===== config.mk =====
export PLATFORM = sky130hd
export DESIGN_NAME = axi_rd_splt
export DESIGN_NICKNAME = d
export VERILOG_FILES = /design/src/hdl/axi_rd_splt_pkg.sv /design/src/hdl/rd_ar_router.sv /design/src/hdl/rd_order_fifo.sv /design/src/hdl/rd_ret_mux.sv /design/src/hdl/axi_rd_splt.sv
export SDC_FILE = /design/constraint.sdc
export NUM_CORES = 1
export LEC_CHECK = 0
export BUFFER_PORTS_ARGS = -buffer_cell sky130_fd_sc_hd__buf_2
export CORE_AREA = 2 2 100 102
export CTS_BUF_LIST = sky130_fd_sc_hd__clkbuf_4 sky130_fd_sc_hd__clkbuf_8 sky130_fd_sc_hd__clkbuf_16
export CTS_CLUSTER_SIZE = 24
export DETAILED_ROUTE_END_ITERATION = 8
export DIE_AREA = 0 0 102 104
export MAX_ROUTING_LAYER = met4
export PLACE_DENSITY = 0.57
export SLEW_MARGIN = 25
export SYNTH_ARGS = -nofsm -noshare
export SYNTH_HDL_FRONTEND = slang
export SYNTH_SLANG_ARGS = --single-unit

===== constraint.sdc =====
create_clock -name clk -period 7.61 [get_ports clk]
set_input_delay 0.3805 -clock clk [delete_from_list [all_inputs] [get_ports clk]]
set_output_delay 0.3805 -clock clk [all_outputs]
set_load 0.05 [all_outputs]

===== src/hdl/axi_rd_splt_pkg.sv =====
// Shared widths for the AXI read splitter.
// Port-0 base region and outstanding read depth.
// Address union with raw and region/offset views.

package axi_rd_splt_pkg;

  localparam int AW      = 32;
  localparam int DW      = 32;
  localparam int ID_W    = 4;
  localparam int LEN_W   = 8;
  localparam int RGN_LSB = 12;

  // Port 0 owns the 4 KiB page at zero.
  localparam logic [AW-1:0] O0_BASE_ADDR = 32'h0000_0000;

  localparam int OUTS_NUM = 4;
  // Count needs one bit more than the pointers.
  localparam int OUTS_W   = $clog2(OUTS_NUM) + 1;

  typedef struct packed {
    logic [AW-RGN_LSB-1:0] rgn;
    logic [RGN_LSB-1:0]    ofs;
  } ar_rgn_t;

  // Forwarded as raw, decoded as region/offset.
  typedef union packed {
    logic [AW-1:0] raw;
    ar_rgn_t       fld;
  } ar_addr_u;

endpackage


===== src/hdl/rd_ar_router.sv =====
// AR channel router.
// Region decode against the port-0 base, steering of valid
// and ready, order FIFO push on each accepted request.

`timescale 1ns/10ps

module rd_ar_router (
  input  logic                                 i_o0_enable,
  input  logic                                 i_s_arvalid,
  input  logic [axi_rd_splt_pkg::ID_W-1:0]     i_s_arid,
  input  axi_rd_splt_pkg::ar_addr_u            i_s_araddr,
  input  logic [axi_rd_splt_pkg::LEN_W-1:0]    i_s_arlen,
  input  logic                                 i_m0_arready,
  input  logic                                 i_m1_arready,
  input  logic                                 i_full,
  output logic                                 o_s_arready,
  output logic                                 o_m0_arvalid,
  output logic [axi_rd_splt_pkg::ID_W-1:0]     o_m0_arid,
  output logic [axi_rd_splt_pkg::AW-1:0]       o_m0_araddr,
  output logic [axi_rd_splt_pkg::LEN_W-1:0]    o_m0_arlen,
  output logic                                 o_m1_arvalid,
  output logic [axi_rd_splt_pkg::ID_W-1:0]     o_m1_arid,
  output logic [axi_rd_splt_pkg::AW-1:0]       o_m1_araddr,
  output logic [axi_rd_splt_pkg::LEN_W-1:0]    o_m1_arlen,
  output logic                                 o_push,
  output logic                                 o_push_sel
);

  import axi_rd_splt_pkg::*;

  logic rgn_match;
  logic sel_m0;
  logic sel_m1;
  logic req_ok;

  // Upper address bits against the port-0 page.
  assign rgn_match = (i_s_araddr.fld.rgn == O0_BASE_ADDR[AW-1:RGN_LSB]);
  assign sel_m0    = i_o0_enable & rgn_match;
  assign sel_m1    = ~sel_m0;

  // No new request once the order FIFO is full.
  assign req_ok = i_s_arvalid & ~i_full;

  assign o_m0_arvalid = req_ok & sel_m0;
  assign o_m1_arvalid = req_ok & sel_m1;

  assign o_s_arready = ~i_full & (sel_m1 ? i_m1_arready : i_m0_arready);

  // Payload fans out, only valid is steered.
  assign o_m0_arid   = i_s_arid;
  assign o_m0_araddr = i_s_araddr.raw;
  assign o_m0_arlen  = i_s_arlen;
  assign o_m1_arid   = i_s_arid;
  assign o_m1_araddr = i_s_araddr.raw;
  assign o_m1_arlen  = i_s_arlen;

  // Record the target port on every AR handshake.
  assign o_push     = i_s_arvalid & o_s_arready;
  assign o_push_sel = sel_m1;

endmodule


===== src/hdl/rd_order_fifo.sv =====
// Order FIFO for outstanding reads.
// Circular buffer of one-bit port selections with
// read/write pointers and an occupancy count.

`timescale 1ns/10ps

module rd_order_fifo (
  input  logic clk,
  input  logic i_rst_n,
  input  logic i_push,
  input  logic i_push_sel,
  input  logic i_pop,
  output logic o_full,
  output logic o_empty,
  output logic o_head_sel
);

  import axi_rd_splt_pkg::*;

  logic [OUTS_NUM-1:0] sel_mem;
  logic [OUTS_W-2:0]   wr_ptr;
  logic [OUTS_W-2:0]   rd_ptr;
  logic [OUTS_W-1:0]   count;

  assign o_full     = (count == OUTS_W'(OUTS_NUM));
  assign o_empty    = (count == '0);
  assign o_head_sel = sel_mem[rd_ptr];

  // Storage.
  always_ff @(posedge clk) begin
    if (i_push) begin
      sel_mem[wr_ptr] <= i_push_sel;
    end
  end

  always_ff @(posedge clk) begin
    if (!i_rst_n) begin
      wr_ptr <= '0;
      rd_ptr <= '0;
      count  <= '0;
    end else begin
      if (i_push) begin
        if (wr_ptr == (OUTS_W-1)'(OUTS_NUM-1)) begin
          wr_ptr <= '0;
        end else begin
          wr_ptr <= wr_ptr + 1'b1;
        end
      end
      if (i_pop) begin
        if (rd_ptr == (OUTS_W-1)'(OUTS_NUM-1)) begin
          rd_ptr <= '0;
        end else begin
          rd_ptr <= rd_ptr + 1'b1;
        end
      end
      // Simultaneous push and pop leave the count alone.
      if (i_push && !i_pop) begin
        count <= count + 1'b1;
      end else if (i_pop && !i_push) begin
        count <= count - 1'b1;
      end
    end
  end

endmodule


===== src/hdl/rd_ret_mux.sv =====
// R channel return mux.
// Forwards the port at the FIFO head upstream, routes
// ready back to that port, pops on the last beat.

`timescale 1ns/10ps

module rd_ret_mux (
  input  logic                              i_empty,
  input  logic                              i_head_sel,
  input  logic                              i_s_rready,
  input  logic                              i_m0_rvalid,
  input  logic [axi_rd_splt_pkg::ID_W-1:0]  i_m0_rid,
  input  logic [axi_rd_splt_pkg::DW-1:0]    i_m0_rdata,
  input  logic                              i_m0_rlast,
  input  logic                              i_m1_rvalid,
  input  logic [axi_rd_splt_pkg::ID_W-1:0]  i_m1_rid,
  input  logic [axi_rd_splt_pkg::DW-1:0]    i_m1_rdata,
  input  logic                              i_m1_rlast,
  output logic                              o_s_rvalid,
  output logic [axi_rd_splt_pkg::ID_W-1:0]  o_s_rid,
  output logic [axi_rd_splt_pkg::DW-1:0]    o_s_rdata,
  output logic                              o_s_rlast,
  output logic                              o_m0_rready,
  output logic                              o_m1_rready,
  output logic                              o_pop
);

  logic head_rvalid;
  logic fwd_en;

  // Nothing is forwarded without an outstanding read.
  assign fwd_en      = ~i_empty;
  assign head_rvalid = i_head_sel ? i_m1_rvalid : i_m0_rvalid;

  assign o_s_rvalid = fwd_en & head_rvalid;
  assign o_s_rid    = i_head_sel ? i_m1_rid   : i_m0_rid;
  assign o_s_rdata  = i_head_sel ? i_m1_rdata : i_m0_rdata;
  assign o_s_rlast  = i_head_sel ? i_m1_rlast : i_m0_rlast;

  // The port not at the head waits its turn.
  assign o_m0_rready = fwd_en & ~i_head_sel & i_s_rready;
  assign o_m1_rready = fwd_en & i_head_sel & i_s_rready;

  // Burst done.
  assign o_pop = o_s_rvalid & i_s_rready & o_s_rlast;

endmodule


===== src/hdl/axi_rd_splt.sv =====
// AXI read splitter, one master to two slave ports.
// AR router, order FIFO of target ports and R return mux.

`timescale 1ns/10ps

module axi_rd_splt (
  input  logic                                 clk,
  input  logic                                 i_rst_n,
  input  logic                                 i_o0_enable,

  input  logic                                 i_s_arvalid,
  input  logic [axi_rd_splt_pkg::ID_W-1:0]     i_s_arid,
  input  logic [axi_rd_splt_pkg::AW-1:0]       i_s_araddr,
  input  logic [axi_rd_splt_pkg::LEN_W-1:0]    i_s_arlen,
  output logic                                 o_s_arready,

  output logic                                 o_s_rvalid,
  output logic [axi_rd_splt_pkg::ID_W-1:0]     o_s_rid,
  output logic [axi_rd_splt_pkg::DW-1:0]       o_s_rdata,
  output logic                                 o_s_rlast,
  input  logic                                 i_s_rready,

  output logic                                 o_m0_arvalid,
  output logic [axi_rd_splt_pkg::ID_W-1:0]     o_m0_arid,
  output logic [axi_rd_splt_pkg::AW-1:0]       o_m0_araddr,
  output logic [axi_rd_splt_pkg::LEN_W-1:0]    o_m0_arlen,
  input  logic                                 i_m0_arready,
  input  logic                                 i_m0_rvalid,
  input  logic [axi_rd_splt_pkg::ID_W-1:0]     i_m0_rid,
  input  logic [axi_rd_splt_pkg::DW-1:0]       i_m0_rdata,
  input  logic                                 i_m0_rlast,
  output logic                                 o_m0_rready,

  output logic                                 o_m1_arvalid,
  output logic [axi_rd_splt_pkg::ID_W-1:0]     o_m1_arid,
  output logic [axi_rd_splt_pkg::AW-1:0]       o_m1_araddr,
  output logic [axi_rd_splt_pkg::LEN_W-1:0]    o_m1_arlen,
  input  logic                                 i_m1_arready,
  input  logic                                 i_m1_rvalid,
  input  logic [axi_rd_splt_pkg::ID_W-1:0]     i_m1_rid,
  input  logic [axi_rd_splt_pkg::DW-1:0]       i_m1_rdata,
  input  logic                                 i_m1_rlast,
  output logic                                 o_m1_rready
);

  logic push;
  logic push_sel;
  logic pop;
  logic full;
  logic empty;
  logic head_sel;

  rd_ar_router ar_router_i (
    .i_o0_enable  (i_o0_enable),
    .i_s_arvalid  (i_s_arvalid),
    .i_s_arid     (i_s_arid),
    .i_s_araddr   (i_s_araddr),
    .i_s_arlen    (i_s_arlen),
    .i_m0_arready (i_m0_arready),
    .i_m1_arready (i_m1_arready),
    .i_full       (full),
    .o_s_arready  (o_s_arready),
    .o_m0_arvalid (o_m0_arvalid),
    .o_m0_arid    (o_m0_arid),
    .o_m0_araddr  (o_m0_araddr),
    .o_m0_arlen   (o_m0_arlen),
    .o_m1_arvalid (o_m1_arvalid),
    .o_m1_arid    (o_m1_arid),
    .o_m1_araddr  (o_m1_araddr),
    .o_m1_arlen   (o_m1_arlen),
    .o_push       (push),
    .o_push_sel   (push_sel)
  );

  rd_order_fifo order_fifo_i (
    .clk        (clk),
    .i_rst_n    (i_rst_n),
    .i_push     (push),
    .i_push_sel (push_sel),
    .i_pop      (pop),
    .o_full     (full),
    .o_empty    (empty),
    .o_head_sel (head_sel)
  );

  rd_ret_mux ret_mux_i (
    .i_empty     (empty),
    .i_head_sel  (head_sel),
    .i_s_rready  (i_s_rready),
    .i_m0_rvalid (i_m0_rvalid),
    .i_m0_rid    (i_m0_rid),
    .i_m0_rdata  (i_m0_rdata),
    .i_m0_rlast  (i_m0_rlast),
    .i_m1_rvalid (i_m1_rvalid),
    .i_m1_rid    (i_m1_rid),
    .i_m1_rdata  (i_m1_rdata),
    .i_m1_rlast  (i_m1_rlast),
    .o_s_rvalid  (o_s_rvalid),
    .o_s_rid     (o_s_rid),
    .o_s_rdata   (o_s_rdata),
    .o_s_rlast   (o_s_rlast),
    .o_m0_rready (o_m0_rready),
    .o_m1_rready (o_m1_rready),
    .o_pop       (pop)
  );

endmodule


# Word-level counts from Yosys, hierarchy flattened
# Cells that the tools add are included.
# totals
regBits	11
output_inout_bits	131
in_bits	127
# classes
add_sub_neg	4
n_mux	14
n_reduce_logical	8
magnitude_cmp	3
n_eq_ne	3
n_bitwise	17
# op_table
cell	count
$mux 32	1
$logic_not 20->1	1
$and 1x1->1	13
$lt 2x3->1 const B	2
$mux 3	2
$mux 1	5
$add 2x1->2 const B	2
$bwmux 4	1
$eq 2x2->1 const B	2
$mux 2	2
$mux 4	1
$not 1->1	4
$add 3x1->3 const B	1
$eq 3x3->1 const B	1
$logic_and 1x1->1	3
$logic_not 3->1	1
$sub 3x1->3 const B	1
$bmux 1 s2	1
$demux 1 s2	1
$ge 2x1->1 const B	1
$logic_not 1->1	2
$reduce_bool 2->1	1

# Depth between registers and ports, before layout
# logic_depth
word_depth	9
ltp_mapped	11
depth_no_buf	11

# Modules after synthesis
# From an unflattened synthesis, not the netlist that was laid out.
# unflattened
hier_cells	199
hier_area_um2	1814.2
# by_module_without_submodules
mod	cells_each	instances	area_each_um2	seq_area_each_um2
rd_ar_router	106	1	769.5	0.0
rd_order_fifo	47	1	560.5	260.2
rd_ret_mux	46	1	484.2	0.0

# Least setup slack after synthesis
# No wires, ideal clock.
# synth_timing
kind	input to register
startpoint	input port i_s_araddr[23] in the netlist's numbering
endpoint	register order_fifo_i.count[2]
required_ns	7.534
arrival_time_ns	2.580
stages	11
path_slack_ns	4.955
path_cell_list	nor4b_1 -> nand4_1 -> nor2_1 -> mux2_4 -> inv_1 -> ha_1 -> inv_1 -> fa_1 -> xor2_1 -> or3_1 -> a21boi_0
# synth_via
elab_chain_len	8
word_cells_on_any_way	10
classes_between	mux (2); bitwise (3); reduce/logical (5)
# synth_rtl
element	line_no	text
from (decl)	axi_rd_splt.sv:13	input logic [axi_rd_splt_pkg::AW-1:0] i_s_araddr,
$logic_not 20->1 (*)	rd_ar_router.sv:37	assign rgn_match = (i_s_araddr.fld.rgn == O0_BASE_ADDR[AW-1:RGN_LSB]);
$and 1x1->1 (*)	rd_ar_router.sv:38	assign sel_m0 = i_o0_enable & rgn_match;
$mux 1 (*)	rd_ar_router.sv:47	assign o_s_arready = ~i_full & (sel_m1 ? i_m1_arready : i_m0_arready);
$and 1x1->1 (*)	rd_ar_router.sv:47	
$and 1x1->1 (*)	rd_ar_router.sv:58	assign o_push = i_s_arvalid & o_s_arready;
via ar_router_i.o_push	rd_ar_router.sv:25	output logic o_push,
$logic_not 1->1	rd_order_fifo.sv:59	end else if (i_pop && !i_push) begin
$logic_and 1x1->1	rd_order_fifo.sv:59	
$reduce_bool 2->1 (no line)	-	
to (signal assigned)	rd_order_fifo.sv:58	count <= count + 1'b1;
to (signal assigned)	rd_order_fifo.sv:60	count <= count - 1'b1;
to (decl)	rd_order_fifo.sv:23	logic [OUTS_W-1:0] count;
# The timed path passes the listed nets; every way through them passes the cells marked *.
# A chain may end at the register's enable or synchronous reset.

# Worst setup path after layout
# layout_timing
startpoint	register order_fifo_i.rd_ptr[0]
endpoint	register order_fifo_i.count[2]
# layout_via
elab_chain_len	9
word_cells_on_any_way	12
classes_between	mux (5); bitwise (3); reduce/logical (4)
# layout_rtl
element	line_no	text
from (decl)	rd_order_fifo.sv:22	logic [OUTS_W-2:0] rd_ptr;
from (signal assigned)	rd_order_fifo.sv:53	rd_ptr <= rd_ptr + 1'b1;
$bmux 1 s2 (*)	rd_order_fifo.sv:27	assign o_head_sel = sel_mem[rd_ptr];
$mux 1 (not written as such) (*)	rd_order_fifo.sv:27	
$mux 1	rd_ret_mux.sv:33	assign head_rvalid = i_head_sel ? i_m1_rvalid : i_m0_rvalid;
$and 1x1->1	rd_ret_mux.sv:35	assign o_s_rvalid = fwd_en & head_rvalid;
$and 1x1->1	rd_ret_mux.sv:45	assign o_pop = o_s_rvalid & i_s_rready & o_s_rlast;
$and 1x1->1 (*)	rd_ret_mux.sv:45	
$logic_not 1->1	rd_order_fifo.sv:57	if (i_push && !i_pop) begin
$logic_and 1x1->1	rd_order_fifo.sv:57	
$mux 3 or $reduce_bool 2->1 (tied branches)	-	
# Mark *: on every way between the ends. The rest lies on a longest branch, timed or not. The select of a mux whose other input is x is not followed.

==> metrics.log <==
[metrics] worst hold path stage count: 2
[metrics] average cell area after synthesis: 8.79 µm²
[metrics] area of the placeable core: 9550 µm²
[metrics] slew at the pin with the worst max-slew slack: 0.894 ns
[metrics] CTS tree: yes
[metrics] setup repair after global routing missed its margin: false
[metrics] clock root buffer: clkbuf_8
[metrics] clock period minus worst slack: 3.09 ns
[metrics] reg2reg path depth: 9
[metrics] area share of the leading cell type in the synthesized netlist: 36.3%
[metrics] Final GP Congestion: 0.780
[metrics] top cells by instance count after synthesis: 88 x buf_4, 37 x mux2_2, 8 x nand2_1
[metrics] die area: 10600 µm²
[metrics] worst path arrival time: 3.25 ns
[metrics] final design instance area without fill: 2280 µm²
[metrics] VDD IR max: 0.0722 mV
[metrics] number of nets in the final layout: 438
[metrics] Reg2Reg Setup Slack: 4.52 ns
[metrics] CTS H-tree depth: 1
[metrics] sequence of cells on the critical path: mux4_2 -> nand3_1 -> a21o_1 -> ha_1 -> inv_1 -> fa_1 -> xor2_1 -> or3_1 -> a21boi_0
[metrics] total routed wirelength: 5.87 mm
[metrics] synthesized netlist net count: 341
[metrics] r2r endpoint: order_fifo_i.count[2]
[metrics] Hold Startpoint: order_fifo_i.rd_ptr[1]
[metrics] post-CTS setup buffers: 0
[metrics] dominant combinational cell family by area after synthesis: buffers and inverters
[metrics] most common cell in the netlist: buf_4
[metrics] FF+latch count, synth: 11
[metrics] row count: 36
[metrics] final hold violations: 0
[metrics] Crit path largest cell delay: 0.90 ns
[metrics] residual antenna-violating net count after detailed routing: 0
[metrics] post_cts resized: 0
[metrics] multiplexer fraction of the synthesized cell area: 27.7%
[metrics] startpoint of the lowest-slack register-to-register path: order_fifo_i.rd_ptr[0]
[metrics] number of synthesized flops with an enable pin: 4
[metrics] area fraction in compound gates after synthesis: 1.93%
[metrics] Slew Limit Headroom: 40.4%
[metrics] worst min-delay path endpoint: order_fifo_i.rd_ptr[1]
[metrics] largest cells by area after synthesis: buf_4 36%, mux2_2 23%, dfxtp_1 7.7%
[metrics] Crit Path Category: flip-flop to flip-flop
[metrics] DR WL/cell: 13.5 µm
[metrics] Clock Tree Buf Depth: 2
[metrics] count of buffering cells on the critical path with inverters included: 1
[metrics] Yosys cell types: 33
[metrics] final worst clock skew: 0.000784 ns
[metrics] hold buffer count at CTS: 0
[metrics] Data required, critical path: 7.77 ns
[metrics] CP startpoint kind: flip-flop
[metrics] maximum fanout along the worst path: 42
[metrics] number of antenna violations at the first check in global routing: 0
[metrics] XOR/XNOR Fraction of Synth Area: 0.963%
[metrics] Max Transition Viols Final: 0
[metrics] overall via count from detail_route: 1647
[metrics] Synth area leader: buf_4
[metrics] Horiz. Die Dim: 102 µm
[metrics] number of synthesis warnings: 0
[metrics] clock tree sinks: 11
[metrics] most used flip-flop cell after synthesis: dfxtp_1
[metrics] GRT overflow: 0
[metrics] Cell Area, Synth: 1820 µm²
[metrics] effective utilization at floorplan: 19.1%
[metrics] library cell contributing the largest single delay on the critical path: mux4_2
[metrics] Clock Pin Slew Worst Setup and Hold Paths: 0.05 ns
[metrics] Antenna Cells: 0
[metrics] via count of the first global-routing pass: 1682
[metrics] Max Cap Violations: 0
[metrics] boundary pin count: 258
[metrics] class of the most critical hold timing path: flip-flop to flip-flop
[metrics] all-layer global routing usage: 10.5%
[metrics] Synth async-reset ratio: 0%
[metrics] ratio of cells with drive above 1 in the final layout: 75.2%
[metrics] status: finished clean
[metrics] wire length of the first global-routing pass: 8.34 mm
[metrics] total cell area at the placement stage: 2230 µm²
[metrics] area share of fa/ha/maj cells after synthesis: 5.23%
[metrics] worst setup path start: order_fifo_i.rd_ptr[0]
[metrics] maximum number of pins on one net before global-route repair: 43
[metrics] DRC violation count after routing: 0
[metrics] maximum achievable frequency: 323 MHz
[metrics] Post-Synthesis Cells: 207
[metrics] kind of end point of the critical path: flip-flop
[metrics] clock latency on the worst-skew pair: 0.24 ns
[metrics] # port buffers: 185
[metrics] via-per-instance ratio: 3.78
[metrics] Final Setup Violations: 0
[metrics] aggregate negative setup slack: 0 ns
[metrics] power per standard cell area: 164 nW/µm²
[metrics] HPWL reported at the end of detailed placement: 5.27 mm
[metrics] Num CTS Buffers: 3
[metrics] final period utilization: 40.6%
[metrics] first-pass iteration count of the detailed router: 3
[metrics] chip height: 104 µm
[metrics] Area growth syn-to-layout: 25.1%
[metrics] cell type group with the largest total delay on the critical path: multiplexers
[metrics] 1st-iter DRT viols: 38
[metrics] simple-gate share of the synthesized area: 11.2%
[metrics] leak pwr: 1.21 nW
[metrics] sequential share of the synthesized area: 14.3%
layout by cell type, fill, tap and decap left out, types with 3 or more instances in the layout:
cell type,count
mux2i_1,5
edfxtp_1,4
ha_1,6
nor2b_1,5
nand2_1,8
inv_1,5
buf_2,185
nor4_1,3
nand3_1,5
dfxtp_1,7
clkbuf_8,3
mux2_2,37
nor2_1,7
report_power, final:
group / switching [mW] / internal [mW] / total [mW]
sequential: 0.00610 / 0.0655 / 0.0716
combinational: 0.167 / 0.0714 / 0.238
clock: 0.0220 / 0.0404 / 0.0624
total: 0.195 / 0.177 / 0.372
per-stage QoR:
step	total power [mW]	hold WS, ns	setup WS (ns)	instances	util [%]
final	0.372	0.484	4.52	436	23.8
after floorplan	0.324	0.458	4.95	207	-
after CTS	0.377	0.484	4.49	436	23.8
after global routing	0.394	0.511	4.31	436	23.8
after detailed placement	0.313	0.484	4.52	432	23.3
after global placement	0.309	0.476	4.60	432	23.3
layer usage:
layer / track usage, % / routed length, µm / vias to the layer above
met3: 6.12 / 943 / 10
met4: 1.62 / 46 / 0
met1: 11.5 / 2280 / 702
met5: - / 0 / -
met2: 16.8 / 2600 / 137
li1: - / - / 798
worst max path at each step:
stage / cells after the start / endpoint
after floorplan: 11 / order_fifo_i.count[2]
after global placement: 12 / order_fifo_i.count[2]
after detailed placement: 9 / order_fifo_i.count[2]
after CTS: 9 / order_fifo_i.count[2]
after global routing: 9 / order_fifo_i.count[2]
final: 9 / order_fifo_i.count[2]
cells by family after synthesis:
family	after synthesis
compound gates	6
xor+xnor	2
fa+ha+maj	7
buf+inv	98
flops	11
mux	44
simple gates	39
worst register-to-register path, delay by kind of cell (launching register included):
| family | cells | cell delay, ns |
|---|---|---|
| xor gates and xnor gates | 1 | 0.16 |
| adders and majority gates | 2 | 0.58 |
| AOI/OAI and AO/OA | 2 | 0.40 |
| and+or+nand+nor | 2 | 0.55 |
| muxes | 1 | 0.90 |
| buffers and inverters | 1 | 0.06 |
| DFF | 1 | 0.39 |
flip-flops by register name (all words and copies together) (netlist names):
signal and flops:
order_fifo_i.sel_mem 4, order_fifo_i.wr_ptr 2, order_fifo_i.rd_ptr 2, order_fifo_i.count 3
final cells by class:
class	count	area (µm²)
Clock buffer	4	48.8
Sequential cell	11	260
Tap cell	133	166
Inverter	5	18.8
Timing Repair Buffer	185	926
Fill cell	1082	7270
Multi-Input combinational cell	98	856
No activity file was read; power rests on OpenSTA's default activity.
